File: src/verilog/led_matrix_pkg.sv
package led_matrix_pkg;

    // Panel geometry, two halves scanned together
    localparam int PIXEL_WIDTH      = 16;
    localparam int PIXEL_HEIGHT     = 8;
    localparam int PIXEL_HALFHEIGHT = 4;
    localparam int BYTES_PER_PIXEL  = 2; // RGB565, high byte first

    // Framebuffer size and address widths
    localparam int FB_BYTES  = PIXEL_WIDTH * PIXEL_HEIGHT * BYTES_PER_PIXEL;
    localparam int FB_ADDR_W = $clog2(FB_BYTES);
    localparam int COL_W     = $clog2(PIXEL_WIDTH);
    localparam int ROW_W     = $clog2(PIXEL_HALFHEIGHT);

    // Brightness bit planes
    localparam int PLANES    = 6;
    // Plane b is lit for HOLD_BASE << b cycles
    localparam int HOLD_BASE = 8;

    // Opcodes of the byte stream
    typedef enum logic [7:0] {
        CMD_WRITE_FRAME    = 8'd1,
        CMD_SET_RGB_ENABLE = 8'd2,
        CMD_SET_BRIGHTNESS = 8'd3
    } cmd_e;

    typedef enum logic [1:0] {
        LOAD_IDLE,
        LOAD_FRAME,       // Counting frame bytes
        LOAD_RGB_ARG,
        LOAD_BRIGHT_ARG
    } load_state_e;

    typedef enum logic [2:0] {
        SCAN_FETCH,   // Ask for a pixel pair and wait
        SCAN_SHIFT,   // Clock one column into the panel
        SCAN_BLANK,
        SCAN_LATCH,
        SCAN_DISPLAY  // Weighted on time of the plane
    } scan_state_e;

endpackage
File: src/verilog/fb_bus_if.sv
`timescale 1ns/10ps

// One requester port onto the single-port framebuffer
interface fb_bus_if;
    logic                                req;
    logic                                gnt;   // Combinational from the arbiter
    logic [led_matrix_pkg::FB_ADDR_W-1:0] addr;
    logic                                we;
    logic [7:0]                          wdata;
    logic [7:0]                          rdata; // Valid one cycle after the grant

    modport requester (
        output req,
        output addr,
        output we,
        output wdata,
        input  gnt,
        input  rdata
    );

    modport memory (
        input  req,
        input  addr,
        input  we,
        input  wdata,
        output gnt,
        output rdata
    );
endinterface

File: src/verilog/framebuffer.sv
`timescale 1ns/10ps

module framebuffer (
    input  logic     clk_in,
    input  logic     arst_n,
    fb_bus_if.memory fetch_port,
    fb_bus_if.memory load_port
);

    logic [7:0] mem [led_matrix_pkg::FB_BYTES];
    logic [7:0] rdata_q;

    // Selected access for this cycle
    logic                                 acc_req;
    logic [led_matrix_pkg::FB_ADDR_W-1:0] acc_addr;
    logic                                 acc_we;
    logic [7:0]                           acc_wdata;

    // Fixed priority, the scanner cannot be stalled
    assign fetch_port.gnt = fetch_port.req;
    assign load_port.gnt  = load_port.req & ~fetch_port.req;

    always_comb begin
        if (fetch_port.req) begin
            acc_req   = 1'b1;
            acc_addr  = fetch_port.addr;
            acc_we    = fetch_port.we;
            acc_wdata = fetch_port.wdata;
        end else begin
            acc_req   = load_port.req;
            acc_addr  = load_port.addr;
            acc_we    = load_port.we;
            acc_wdata = load_port.wdata;
        end
    end

    // Single port, one access per cycle
    always_ff @(posedge clk_in) begin
        if (acc_req) begin
            if (acc_we) begin
                mem[acc_addr] <= acc_wdata;
            end else begin
                rdata_q <= mem[acc_addr];
            end
        end
    end

    // Both ports see the same read register
    assign fetch_port.rdata = rdata_q;
    assign load_port.rdata  = rdata_q;

    // Loader waits out at most one fetch burst
    assert property (@(posedge clk_in) disable iff (!arst_n)
        load_port.req |-> ##[0:4] load_port.gnt);

endmodule

File: src/flat_wrapper.sv
// flat-port wrapper written by rule: the top's interface ports become plain ports
module framebuffer_flat 
  (clk_in, arst_n, fetch_port_req, fetch_port_addr, fetch_port_we, fetch_port_wdata, fetch_port_gnt, fetch_port_rdata, load_port_req, load_port_addr, load_port_we, load_port_wdata, load_port_gnt, load_port_rdata);
  fb_bus_if fetch_port_i ();
  fb_bus_if load_port_i ();
  input  logic clk_in;
  input  logic arst_n;
  input wire logic [$bits(fetch_port_i.req)-1:0] fetch_port_req;
  input wire logic [$bits(fetch_port_i.addr)-1:0] fetch_port_addr;
  input wire logic [$bits(fetch_port_i.we)-1:0] fetch_port_we;
  input wire logic [$bits(fetch_port_i.wdata)-1:0] fetch_port_wdata;
  output wire logic [$bits(fetch_port_i.gnt)-1:0] fetch_port_gnt;
  output wire logic [$bits(fetch_port_i.rdata)-1:0] fetch_port_rdata;
  input wire logic [$bits(load_port_i.req)-1:0] load_port_req;
  input wire logic [$bits(load_port_i.addr)-1:0] load_port_addr;
  input wire logic [$bits(load_port_i.we)-1:0] load_port_we;
  input wire logic [$bits(load_port_i.wdata)-1:0] load_port_wdata;
  output wire logic [$bits(load_port_i.gnt)-1:0] load_port_gnt;
  output wire logic [$bits(load_port_i.rdata)-1:0] load_port_rdata;
  assign fetch_port_i.req = fetch_port_req;
  assign fetch_port_i.addr = fetch_port_addr;
  assign fetch_port_i.we = fetch_port_we;
  assign fetch_port_i.wdata = fetch_port_wdata;
  assign fetch_port_gnt = fetch_port_i.gnt;
  assign fetch_port_rdata = fetch_port_i.rdata;
  assign load_port_i.req = load_port_req;
  assign load_port_i.addr = load_port_addr;
  assign load_port_i.we = load_port_we;
  assign load_port_i.wdata = load_port_wdata;
  assign load_port_gnt = load_port_i.gnt;
  assign load_port_rdata = load_port_i.rdata;
  framebuffer u_core (.clk_in(clk_in), .arst_n(arst_n), .fetch_port(fetch_port_i), .load_port(load_port_i));
endmodule
File: config.mk
export PLATFORM = sky130hd
export DESIGN_NAME = framebuffer_flat
export DESIGN_NICKNAME = d
export VERILOG_FILES = /design/src/verilog/led_matrix_pkg.sv /design/src/verilog/fb_bus_if.sv /design/src/verilog/framebuffer.sv /design/src/flat_wrapper.sv
export SDC_FILE = /design/constraint.sdc
export NUM_CORES = 2
export LEC_CHECK = 0
export ABC_AREA = 1
export BUFFER_PORTS_ARGS = -buffer_cell sky130_fd_sc_hd__buf_2
export CORE_MARGIN = 1.5
export CORE_UTILIZATION = 35
export DETAILED_ROUTE_END_ITERATION = 12
export PLACE_DENSITY = 0.46
export SLEW_MARGIN = 30
export SYNTH_ARGS = -nofsm -noshare
export SYNTH_HDL_FRONTEND = slang
export SYNTH_SLANG_ARGS = --single-unit
export TNS_END_PERCENT = 50
File: constraint.sdc
create_clock -name clk_in -period 14.1 [get_ports clk_in]
set_clock_uncertainty 0.05 [all_clocks]
set_input_delay 0.705 -clock clk_in [delete_from_list [all_inputs] [get_ports clk_in]]
set_output_delay 0.705 -clock clk_in [all_outputs]
set_load 0.1 [all_outputs]
==> impl_metrics.csv <==
group,metric,value,unit
route,highest-signal-layer,"met5",
layout,multi_input_area,22600,sq um
sta,fin_setup_tns,0,ns
sta,rsz0062_at_grt,"no",
placement,dp.cells,11200,
floorplan,pin_count,56,
sta,max_freq,166,MHz
placement,gp_congestion,0.780,
global_routing,gr-total-overflow,0,
pwr,clkPwrFrac,41.0,%
sta,slew_viol_final,0,
clock_network,numCtsBuffers,226,
route,vias,56500,
global_routing,grt_first_pass_wirelength,369000,um
layout,nFillCells,23900,
global_routing,grt_start_max_net_pins,186,
floorplan,start_util,35.2,%
critical_path,critPathLaunchType,"input port",
placement,port_buffers,54,
critical_path,r2r-end,"u_core.fetch_port.rdata[4]",
global_routing,antenna_found_initial,9,
critical_path,arrival,6.74,ns
min_path,hold_start,"load_port_wdata[0]",
pwr,pwr-share-seq,50.1,%
pwr,power.internal,10.2,mW
synth,synth_top_family_by_area,"simple AND/OR/NAND/NOR gates",
critical_path,crit_type,"in -> reg",
floorplan,fp.dieW,500,um
sta,fin_crit,6.04,ns
synth,synth_cells,8300,
clock_network,cts_tree,"yes",
pwr,p_leak,37.4,nW
flow_run,drv_cap,0,
critical_path,timing.reg2reg.setup_slack,11.71,ns
layout,fin_cells,11600,
synth,syn_nets,8338,
clock_network,h-tree-depth,4,
synth,ys_ff_latch,2056,
pwr,powerDensity,141,nW/um^2
pwr,switchingPower,3.40,mW
synth,syn-cell-area,86300,sq um
clock_network,cts.path.max_buffers,3,
route,wirelength,252000,um
critical_path,critPathCaptureType,"flip-flop",
synth,synth_seq_area_share,71.5,%
sta,timing.final.crit_share,42.8,%
route,wl_met1,116000,um
pwr,p_sw_share,25.0,%
sta,tightestPinTransition,1.09,ns
clock_network,post_cts.repair.setup_buffers,0,
synth,synth-simple-area-share,25.2,%
route,first_pass_iters,5,
synth,yosys-mux-area-fraction,0.0116,%
synth,synth-xor-area-share,0,%
synth,yosysWarnings,0,
floorplan,dieArea,250000,sq um
route,via_per_inst,4.87,
sta,setup_viol,0,
status,run_status,"finished, final reports clean",
route,met2_length,118000,um
pwr,power,13.6,mW
clock_network,ctsResizeCount,0,
layout,layout.nets,8244,
global_routing,grt_pass1_vias,54000,
min_path,worstHoldPathCells,3,
critical_path,reg2reg_from,"u_core.mem[159][4]",
floorplan,rows,182,
layout,seq_area,61700,sq um
clock_network,clk_pin_slew,0.06,ns
route,wl_per_cell,21.7,um
critical_path,r2r_cells,12,
sta,timing.final.hold_violations,0,
synth,syn_avg_cell_area,10.4,sq um
min_path,min_path_type,"in -> reg",
clock_network,clkSinkCount,2056,
layout,layout-drive-gt1-share,5.78,%
clock_network,cts_root_buf,"clkbuf_16",
synth,synth_compound_area_share,0.800,%
synth,synthAdderAreaFrac,0,%
route,drc,0,
floorplan,core-area,245000,sq um
layout,syn_to_final_growth,11.9,%
route,antenna_left,0,
floorplan,die_h,500,um
pwr,pwr-share-comb,8.9,%
route,wl_met3,11600,um
pwr,max-vdd-ir-drop,110,uV
global_routing,grt_usage,19.9,%
synth,ys_types,23,
sta,max_slew_margin,27.5,%
route,initialDrtViolationCount,4329,
critical_path,cp.required,14.80,ns
placement,hpwlAfterDp,137000,um
clock_network,insertion_delay,0.89,ns
clock_network,ctsHoldBuffers,0,
min_path,hold_path_end,"u_core.mem[7][0]",
critical_path,worst-path-max-fanout,72,
worst max path at each step:
stage                              start                          to  slack (ns)
after detailed placement  fetch_port_req  u_core.fetch_port.rdata[1]        7.14
final                     fetch_port_req  u_core.fetch_port.rdata[1]        8.06
after global routing      fetch_port_req  u_core.fetch_port.rdata[1]        7.68
after CTS                 fetch_port_req  u_core.fetch_port.rdata[1]        8.08
after global placement    fetch_port_req  u_core.fetch_port.rdata[1]        7.12
after floorplan           fetch_port_req            u_core.mem[0][0]        9.04
metrics by stage:
step,cell area [sq um],worst slack (ns),utilization [%],hold slack (ns)
6_report,96600,8.06,39.3,0.228
5_1_grt,96600,7.68,39.3,0.206
4_1_cts,96500,8.08,39.3,0.166
3_5_place_dp,89700,7.14,36.5,1.04
3_3_place_gp,89600,7.12,36.5,1.03
2_1_floorplan,86300,9.04,-,0.845
synthesized netlist by cell type:
cell         n  area (sq um)
buf_2      165           826
buf_1       53           199
buf_4       12          90.1
inv_1        8          30.0
nor2_2       6          37.5
clkbuf_1   247           927
o21a_1       1          7.51
nand4_1     12          75.1
o21ai_2      2          17.5
nor2_1     343          1290
o21ai_1    131           656
nand2_1   4748         17800
o21ai_0      1          5.00
or2_1        4          25.0
and3_1       1          6.26
mux2i_1      1          10.0
or2_0        1          6.26
nand3_1    496          2480
nand2_2      2          12.5
clkbuf_2     1          5.00
a21oi_1      1          5.00
inv_2        8          30.0
edfxtp_1  2056         61700
per-layer routing:
metal | vias up | track usage [%]
li1 | 27300 | -
met1 | 27700 | 27.9
met2 | 1216 | 32.0
met3 | 294 | 2.88
met4 | 4 | 5.59
met5 | - | 0
logic make-up after synthesis:
group / count (synthesis)
and+or+nand+nor: 5613
muxes: 1
buffers and inverters: 494
AOI/OAI and AO/OA: 136
DFF: 2056
final cells by class:
class | instances | area share (%)
antenna | 3 | 0.00777
tap | 3220 | 4.17
clock inverter | 122 | 0.994
multi-input combinational | 5750 | 23.4
sequential | 2056 | 63.9
clock buffer | 285 | 6.13
timing repair buffer | 156 | 1.26
inverter | 16 | 0.0700
state kept, by name, indices dropped and copies added (netlist names):
name                     flops
u_core.fetch_port.rdata      8
u_core.mem                2048
cell usage in the layout, fill, tap and decap left out, drive strengths merged, types with 5 or more instances in the layout:
cell type  netlist  layout
nand2         4750    4750
edfxtp        2056    2056
nand3          496     496
nor2           349     349
clkbuf         248     285
buf            230     156
o21ai          134     134
clkinv           0     104
inv             16      21
nand4           12      12
bufinv           0      10
or2              5       5
power groups by stage:
stage / clock (mW) / sequential, mW / combinational, mW
2_1_floorplan: 0 / 6.99 / 0.728
3_3_place_gp: 0 / 6.94 / 1.22
3_5_place_dp: 0 / 6.94 / 1.23
4_1_cts: 5.68 / 6.81 / 1.23
5_1_grt: 5.91 / 6.80 / 1.34
6_report: 5.56 / 6.81 / 1.21
critical path: stages:
cell and delay (ns):
buf_2 0.34, inv_2 0.54, nand2_4 0.54, nand2_4 0.78
buf_4 0.72, buf_4 0.79, buf_4 0.77, nand2_1 0.11
nand2_1 0.10, nand2_1 0.05, nand2_1 0.10, nand2_1 0.07
nand2_1 0.15, o21ai_1 0.21, nand2_1 0.15, nor2_1 0.09
nor2_1 0.12, nor2_1 0.10, nand2_1 0.07
Power figures use the tool's default switching activity.
