[config.mk]
export PLATFORM = sky130hd
export DESIGN_NAME = frame_loader_flat
export DESIGN_NICKNAME = d
export VERILOG_FILES = /design/src/verilog/led_matrix_pkg.sv /design/src/verilog/fb_bus_if.sv /design/src/verilog/frame_loader.sv /design/src/flat_wrapper.sv
export SDC_FILE = /design/constraint.sdc
export NUM_CORES = 1
export LEC_CHECK = 0
export BUFFER_PORTS_ARGS = -buffer_cell sky130_fd_sc_hd__buf_2
export CAP_MARGIN = 20
export CORE_UTILIZATION = 45
export DETAILED_ROUTE_END_ITERATION = 8
export GPL_ROUTABILITY_DRIVEN = 0
export PLACE_DENSITY = 0.72
export SYNTH_ARGS = -nofsm -noshare
export SYNTH_HDL_FRONTEND = slang
export SYNTH_SLANG_ARGS = --single-unit
[constraint.sdc]
create_clock -name clk_in -period 2.2 [get_ports clk_in]
set_clock_uncertainty 0.05 [all_clocks]
set_input_delay 0.22 -clock clk_in [delete_from_list [all_inputs] [get_ports clk_in]]
set_output_delay 0.22 -clock clk_in [all_outputs]
set_load 0.05 [all_outputs]
[src/verilog/led_matrix_pkg.sv]
package led_matrix_pkg;

    // Panel geometry, two halves scanned together
    localparam int PIXEL_WIDTH      = 16;
    localparam int PIXEL_HEIGHT     = 8;
    localparam int PIXEL_HALFHEIGHT = 4;
    localparam int BYTES_PER_PIXEL  = 2; // RGB565, high byte first

    // Framebuffer size and address widths
    localparam int FB_BYTES  = PIXEL_WIDTH * PIXEL_HEIGHT * BYTES_PER_PIXEL;
    localparam int FB_ADDR_W = $clog2(FB_BYTES);
    localparam int COL_W     = $clog2(PIXEL_WIDTH);
    localparam int ROW_W     = $clog2(PIXEL_HALFHEIGHT);

    // Brightness bit planes
    localparam int PLANES    = 6;
    // Plane b is lit for HOLD_BASE << b cycles
    localparam int HOLD_BASE = 8;

    // Opcodes of the byte stream
    typedef enum logic [7:0] {
        CMD_WRITE_FRAME    = 8'd1,
        CMD_SET_RGB_ENABLE = 8'd2,
        CMD_SET_BRIGHTNESS = 8'd3
    } cmd_e;

    typedef enum logic [1:0] {
        LOAD_IDLE,
        LOAD_FRAME,       // Counting frame bytes
        LOAD_RGB_ARG,
        LOAD_BRIGHT_ARG
    } load_state_e;

    typedef enum logic [2:0] {
        SCAN_FETCH,   // Ask for a pixel pair and wait
        SCAN_SHIFT,   // Clock one column into the panel
        SCAN_BLANK,
        SCAN_LATCH,
        SCAN_DISPLAY  // Weighted on time of the plane
    } scan_state_e;

endpackage
[src/verilog/fb_bus_if.sv]
`timescale 1ns/10ps

// One requester port onto the single-port framebuffer
interface fb_bus_if;
    logic                                req;
    logic                                gnt;   // Combinational from the arbiter
    logic [led_matrix_pkg::FB_ADDR_W-1:0] addr;
    logic                                we;
    logic [7:0]                          wdata;
    logic [7:0]                          rdata; // Valid one cycle after the grant

    modport requester (
        output req,
        output addr,
        output we,
        output wdata,
        input  gnt,
        input  rdata
    );

    modport memory (
        input  req,
        input  addr,
        input  we,
        input  wdata,
        output gnt,
        output rdata
    );
endinterface

[src/verilog/frame_loader.sv]
`timescale 1ns/10ps

module frame_loader (
    input  logic                              clk_in,
    input  logic                              arst_n,
    input  logic [7:0]                        rx_data,
    input  logic                              rx_strobe,
    fb_bus_if.requester                       bus,
    output logic [2:0]                        rgb_enable,
    output logic [led_matrix_pkg::PLANES-1:0] brightness_enable
);

    led_matrix_pkg::load_state_e state;
    led_matrix_pkg::cmd_e cmd;

    logic [led_matrix_pkg::FB_ADDR_W-1:0] count;     // Next frame address
    logic                                 pending;
    logic [led_matrix_pkg::FB_ADDR_W-1:0] pend_addr;
    logic [7:0]                           pend_data;

    assign cmd = led_matrix_pkg::cmd_e'(rx_data);

    // Pending byte stays on the bus until granted
    assign bus.req   = pending;
    assign bus.addr  = pend_addr;
    assign bus.we    = 1'b1; // Write only port
    assign bus.wdata = pend_data;

    always_ff @(posedge clk_in or negedge arst_n) begin
        if (!arst_n) begin
            state             <= led_matrix_pkg::LOAD_IDLE;
            count             <= '0;
            pending           <= 1'b0;
            rgb_enable        <= '1;
            brightness_enable <= '1;
        end else begin
            if (bus.gnt) pending <= 1'b0;
            if (rx_strobe) begin
                case (state)
                    led_matrix_pkg::LOAD_IDLE: begin
                        case (cmd)
                            led_matrix_pkg::CMD_WRITE_FRAME: begin
                                count <= '0;
                                state <= led_matrix_pkg::LOAD_FRAME;
                            end
                            led_matrix_pkg::CMD_SET_RGB_ENABLE: state <= led_matrix_pkg::LOAD_RGB_ARG;
                            led_matrix_pkg::CMD_SET_BRIGHTNESS:
                                state <= led_matrix_pkg::LOAD_BRIGHT_ARG;
                            default: ; // Unknown opcode dropped
                        endcase
                    end
                    led_matrix_pkg::LOAD_FRAME: begin
                        pending <= 1'b1;
                        count   <= count + 1'b1;
                        if (&count) state <= led_matrix_pkg::LOAD_IDLE; // Last byte of the frame
                    end
                    led_matrix_pkg::LOAD_RGB_ARG: begin
                        rgb_enable <= rx_data[2:0];
                        state      <= led_matrix_pkg::LOAD_IDLE;
                    end
                    default: begin
                        brightness_enable <= rx_data[led_matrix_pkg::PLANES-1:0];
                        state             <= led_matrix_pkg::LOAD_IDLE;
                    end
                endcase
            end
        end
    end

    // Payload of the pending write
    always_ff @(posedge clk_in) begin
        if (rx_strobe && state == led_matrix_pkg::LOAD_FRAME) begin
            pend_addr <= count;
            pend_data <= rx_data;
        end
    end

    // Upstream receiver spacing
    assert property (@(posedge clk_in) disable iff (!arst_n)
        rx_strobe |=> !rx_strobe [*5]);

    // Fetch priority must leave room for every frame byte
    assert property (@(posedge clk_in) disable iff (!arst_n)
        rx_strobe |-> !pending);

endmodule

[src/flat_wrapper.sv]
// flat-port wrapper written by rule: the top's interface ports become plain ports
module frame_loader_flat 
  (clk_in, arst_n, rx_data, rx_strobe, rgb_enable, brightness_enable, bus_req, bus_addr, bus_we, bus_wdata, bus_gnt, bus_rdata);
  fb_bus_if bus_i ();
  input  logic clk_in;
  input  logic arst_n;
  input  logic [7:0] rx_data;
  input  logic rx_strobe;
  output logic [2:0] rgb_enable;
  output logic [led_matrix_pkg::PLANES-1:0] brightness_enable;
  output wire logic [$bits(bus_i.req)-1:0] bus_req;
  output wire logic [$bits(bus_i.addr)-1:0] bus_addr;
  output wire logic [$bits(bus_i.we)-1:0] bus_we;
  output wire logic [$bits(bus_i.wdata)-1:0] bus_wdata;
  input wire logic [$bits(bus_i.gnt)-1:0] bus_gnt;
  input wire logic [$bits(bus_i.rdata)-1:0] bus_rdata;
  assign bus_req = bus_i.req;
  assign bus_addr = bus_i.addr;
  assign bus_we = bus_i.we;
  assign bus_wdata = bus_i.wdata;
  assign bus_i.gnt = bus_gnt;
  assign bus_i.rdata = bus_rdata;
  frame_loader u_core (.clk_in(clk_in), .arst_n(arst_n), .rx_data(rx_data), .rx_strobe(rx_strobe), .bus(bus_i), .rgb_enable(rgb_enable), .brightness_enable(brightness_enable));
endmodule
==> results of run 1 <==
==> critical path: cells and delay by family <==
kind | cells | cell delay, ns
simple gates | 3 | 1.14
buf+inv | 2 | 0.66
compound gates | 1 | 0.11
==> metrics by stage <==
| stage | util (%) | instance area, µm² | power, mW | setup slack, ns |
|---|---|---|---|---|
| final | 61.8 | 1780 | 1.60 | 0.249 |
| after global routing | 61.8 | 1780 | 1.68 | 0.0988 |
| after CTS | 60.8 | 1750 | 1.60 | 0.329 |
| after detailed placement | 57.3 | 1650 | 1.15 | 0.344 |
| after global placement | 57.3 | 1650 | 1.14 | 0.451 |
| after floorplan | - | 1420 | 1.07 | 0.590 |
==> report_power, final <==
group	switching (mW)	total (mW)	internal [mW]
clock network	0.219	0.456	0.237
registers	0.0597	0.853	0.793
logic	0.195	0.287	0.0919
==> synth_stat cells <==
| cell type | instances |
|---|---|
| nand4_1 | 3 |
| dfrtp_1 | 11 |
| mux2_2 | 9 |
| nand3b_1 | 1 |
| nor4_1 | 1 |
| a32o_1 | 1 |
| o21a_1 | 1 |
| o211ai_1 | 1 |
| nand3_1 | 4 |
| inv_1 | 5 |
| buf_2 | 1 |
| a31oi_1 | 1 |
| o21ai_0 | 4 |
| ha_1 | 1 |
| dfstp_2 | 9 |
| nand2b_1 | 1 |
| conb_1 | 1 |
| edfxtp_1 | 16 |
| nor2_1 | 3 |
| nand2_2 | 1 |
| and2b_1 | 1 |
| nor3b_1 | 1 |
| and3_1 | 4 |
| a21oi_1 | 6 |
| nor2b_1 | 2 |
| mux2i_1 | 1 |
| buf_4 | 1 |
| a41oi_1 | 2 |
| nand2_1 | 5 |
| a41o_1 | 1 |
| or4_1 | 1 |
==> metal layers <==
metal	up-vias	track usage, %
met1	475	20.3
met2	29	29.1
met4	0	8.16
met5	-	0
li1	468	-
met3	5	6.92
==> final timing paths <==
kind	from	endpoint	slack, ns	cells past startpoint
max in group asynchronous	arst_n	u_core.brightness_enable[2]	1.47	2
worst min-delay path	rx_data[5]	u_core.bus.wdata[5]	0.02	1
worst max-delay path	rx_data[4]	u_core.count[6]	0.25	6
worst min register to register	u_core.count[0]	u_core.count[0]	0.47	1
min in group asynchronous	arst_n	u_core.count[7]	0.28	2
worst max register to register	u_core.state[1]	u_core.count[6]	0.35	6
==> cell usage in the layout, fill, tap and decap left out, types with 2 or more instances in the layout <==
| cell type | count |
|---|---|
| a21oi_1 | 6 |
| a41oi_1 | 2 |
| and3_1 | 4 |
| buf_2 | 37 |
| clkbuf_4 | 5 |
| dfrtp_1 | 11 |
| dfstp_2 | 9 |
| dlygate4sd3_1 | 5 |
| edfxtp_1 | 16 |
| inv_1 | 5 |
| mux2_2 | 9 |
| nand2_1 | 5 |
| nand3_1 | 4 |
| nand4_1 | 3 |
| nor2_1 | 3 |
| nor2b_1 | 2 |
| o21ai_0 | 4 |
==> flip-flops by register name, summed over array words and instances (netlist names) <==
register / cells
u_core.bus.addr: 8
u_core.bus.wdata: 8
u_core.count: 8
u_core.brightness_enable: 6
u_core.rgb_enable: 3
u_core.state: 2
u_core.bus.req: 1
==> cell families after synthesis <==
family,Yosys count
AO/OA/AOI/OAI,17
multiplexers,10
flip-flops,36
buffers and inverters,7
AND/OR/NAND/NOR,28
adder cells (fa/ha/maj),1
other,1
==> area by class of cell <==
type | count | area, µm²
clock buffers | 5 | 37.5
multi-input cells | 57 | 392
repair buffers | 43 | 243
clock inverters | 3 | 42.5
well taps | 42 | 52.6
fillers | 238 | 1100
flip-flops and latches | 36 | 992
inverters | 5 | 18.8
==> metrics.txt, run 1 <==
Initial Util=49.2%; initial antenna violation count=0; Syn Nets=121; die width=58.1 µm; relative slew slack=60.2%; highest-delay cell along the critical path=nor4_1; number of synthesis warnings=0; I/O Buffers=37; Met3 Wirelength=120 µm; post-synthesis simple-gate area fraction=11.0%; Max VDD drop=0.498 mV; Final ANT Viol Nets=0; CP Cell Sequence=dlygate4sd3_1 > buf_2 > nor4_1 > nand4_1 > nand2_1 > a31oi_1; Cells after Synth=100; final hold slack=0.0244 ns; core area=2880 µm²; Final Hold Vio Count=0; Setup Buffers After CTS=0; worst-margin pin slew=0.592 ns; top cell type's share of synthesized area=34.0%; DRC=0; RSZ-0062 raised after global routing=false; Final nets=169; Setup crit start kind=input pin; clock root cell=clkbuf_4; detailed placer's ending HPWL=1830 µm; dpl cells=178; Post-CTS Resized=0; Worst-path clk slew=0.12 ns; hold crit path type=in -> reg; register area share after synthesis=70.1%; clk buf depth=2; share of layout cells above drive strength 1=43.6%; adder-cell share of the synthesized area=0.884%; met2 routed WL=1370 µm; routed length per instance=13.7 µm; Clk Latency, worst-skew pair=0.35 ns; TritonCTS Sinks=36; Yosys reg bits=36; PD cells=898 nW/µm²; post-synthesis compound-gate area fraction=7.69%; H-tree Lvls=2; Area Growth Syn to Fin=25.6%; DRT Wirelength=2610 µm; Setup CP Type=in -> reg; Leak Pwr=0.805 nW; largest net degree at the start of global routing=21; xor/xnor cell area share of the yosys netlist=0%; DR vias=977; Max-Cap Viols=0; crit-path max FO=5; Synth area leaders=edfxtp_1 (34%), dfrtp_1 (19%), dfstp_2 (17%); Worst EP required=2.39 ns; mux cell area share after synthesis=7.87%; fin cells=191; largest family of logic cells by synthesized area=simple AND/OR/NAND/NOR gates; TritonRoute pass-1 iters=4; post-synth cell types=31; fin. max-slew vios=0; GRT Total Usage=17.7%; # IOs=47; area leader, netlist=edfxtp_1; CTS tree=built; synthesized area per cell=14.2 µm²; Final min period=1.95 ns; global-route wire length before repair=4260 µm; Setup TNS Final=0 ns; DR top layer=met4; maximum clock frequency=513 MHz; # setup viols final=0; outcome=completed; DRT met1 WL=1070 µm; synthesized cell area=1420 µm²; number of global-route vias before repair=932; vias per cell=5.12; Die Y=58.1 µm; GR Overflow Total=0; n_diodes=0; clock buffer count from CTS=5; initial drt markers=44; CP Capture Type=register; peak per-stage delay on the critical path=0.54 ns; Die Footprint=3370 µm²; hold_buf cts=2; fin crit share=88.7%; Worst Path Arrival=2.14 ns; row count=19
(Power assumes the default switching activity.)
==> run 2, diff against run 1 <==
==> constraint.sdc (replaced) <==
create_clock -name clk_in -period 2.2 [get_ports clk_in]
set_clock_uncertainty 0.05 [all_clocks]
set_input_delay 0.55 -clock clk_in [delete_from_list [all_inputs] [get_ports clk_in]]
set_output_delay 0.55 -clock clk_in [all_outputs]
set_load 0.05 [all_outputs]
==> metrics.txt, run 2 (synthesized netlist as in run 1, its figures left out) <==
outcome=completed; CP delay by family, top=flip-flops; TritonRoute pass-1 iters=5 (+1); Comb power frac=17.7% (-0.3 points); Sequential Power Share=53.4% (about the same); clock root cell=clkbuf_4; Design Area, Final=1740 µm² (-2.0%); n_diodes=0 (unchanged); initial antenna violation count=0 (unchanged); clk buf depth=2 (unchanged); Post-CTS Resized=0 (unchanged); die width=58.1 µm (unchanged); Top Usage Layer GRT=met2; Setup crit start kind=register; maximum clock frequency=571 MHz (+11%); Clk Latency, worst-skew pair=0.34 ns (about the same); number of global-route vias before repair=948 (+1.7%); Max-Cap Viols=0 (unchanged); met2 Track Usage GR=28.2% (-0.82 points); Fill cells=226 (-5.0%); routed length per instance=13.8 µm (+1.1%); RSZ-0062 raised after global routing=false; Setup TNS Final=0 ns (unchanged); # setup viols final=0 (unchanged); Worst R2R Setup Slack=0.62 ns (+0.27 ns); grt met1 use=20.1% (-0.21 points); net load switching power=482 µW (+1.6%); Max VDD drop=0.560 mV (+12%); final hold slack=0.0804 ns (+0.0560 ns); GRT Total Usage=17.5% (-0.17 points); PD cells=918 nW/µm² (+2.2%); peak per-stage delay on the critical path=0.55 ns (about the same); hold_buf cts=0 (-2); Clock power frac=28.9% (+0.3 points); Final Hold Vio Count=0 (unchanged); Final nets=166 (-1.8%); TritonCTS Sinks=36 (unchanged); CTS tree=built; Setup CP Type=reg -> out; Setup Buffers After CTS=0 (unchanged); met3 GRT Util=7.59% (+0.67 points); share of layout cells above drive strength 1=45.9% (+2.3 points); most common cell after layout, fill and taps aside=buf_2; Worst Path Arrival=1.15 ns (-0.99 ns); DRC=0 (unchanged); Leak Pwr=0.795 nW (-1.3%); row count=19 (unchanged); DRT Wirelength=2600 µm (-0.54%); buffers and inverters on the worst path=1 (-1); Sw Ratio=30.1% (+0.41 points); Initial Util=49.2% (unchanged); initial drt markers=30 (-32%); Area Growth Syn to Fin=23.2%; Worst-path clk slew=0.11 ns (about the same); vias per cell=5.21 (+1.9%); DR vias=980 (+0.31%); H-tree Lvls=2 (unchanged); most frequent cells in the layout=buf_2 (37), edfxtp_1 (16), dfrtp_1 (11); Final ANT Viol Nets=0 (unchanged); Die Footprint=3370 µm² (unchanged); placed cell area=1660 µm² (+0.91%); fin crit share=79.6% (-9.0 points); clock buffer count from CTS=5 (unchanged); Final min period=1.75 ns (-0.198 ns); I/O Buffers=37 (unchanged); # IOs=47 (unchanged); Die Y=58.1 µm (unchanged); CP Capture Type=primary output; crit-path max FO=2 (-3); fin. max-slew vios=0 (unchanged); Worst EP required=1.60 ns (-0.79 ns); hold crit path type=in -> async; core area=2880 µm² (unchanged); CP Cell Sequence=buf_2; GR Overflow Total=0 (unchanged); global-route wire length before repair=4160 µm (-2.4%); largest net degree at the start of global routing=21 (unchanged); detailed placer's ending HPWL=1860 µm (+1.3%); highest-delay cell along the critical path=dfstp_2; P_int=1.12 mW (-0.37%)
==> run 2: cell count changes in the layout (fill, tap and decap cells not counted), sizes merged <==
cell         before  now
buf              38   40
dlygate4sd3       5    0
==> run 2: cell type report <==
type                            count  area [µm²]  area share, %
Clock inverter                      3        42.5           2.44
Inverter                            5        18.8           1.08
Tap cell                           42        52.6           3.02
Timing Repair Buffer               40         208           11.9
Sequential cell                    36         992           56.9
Multi-Input combinational cell     57         392           22.5
Clock buffer                        5        37.5           2.15
==> run 2: final timing paths <==
| path | startpoint | endpoint | cells after the start |
|---|---|---|---|
| worst max register to register | u_core.count[0] | u_core.state[0] | 5 |
| worst max-delay path | u_core.brightness_enable[2] | brightness_enable[2] | 1 |
| min in group clk_in | bus_gnt | u_core.bus.req | 2 |
| max in group asynchronous | arst_n | u_core.rgb_enable[2] | 1 |
| worst min register to register | u_core.count[0] | u_core.count[0] | 1 |
| worst min-delay path | arst_n | u_core.count[0] | 1 |
==> run 2: stage by stage <==
| stage | power, mW | util (%) | cells | worst slack (ns) |
|---|---|---|---|---|
| after floorplan | 1.07 | - | 100 | 0.540 |
| after global placement | 1.14 | 57.8 | 180 | 0.394 |
| after detailed placement | 1.15 | 57.8 | 180 | 0.386 |
| after CTS | 1.61 | 60.6 | 188 | 0.432 |
| after global routing | 1.68 | 60.6 | 188 | 0.405 |
| final | 1.60 | 60.6 | 188 | 0.448 |
==> run 2: metal layers <==
metal / routed length (µm) / vias up / share of wire, %
li1: - / 461 / -
met1: 1070 / 473 / 41
met2: 1320 / 36 / 51
met3: 123 / 10 / 4.7
met4: 76 / 0 / 2.9
met5: 0 / - / 0
==> run 2: power by group through the flow <==
| stage | sequential, mW | clock, mW | combinational (mW) |
|---|---|---|---|
| after floorplan | 0.952 | 0 | 0.116 |
| after detailed placement | 0.866 | 0 | 0.286 |
| after global routing | 0.864 | 0.505 | 0.307 |
| after global placement | 0.863 | 0 | 0.277 |
| final | 0.854 | 0.462 | 0.283 |
| after CTS | 0.853 | 0.469 | 0.286 |
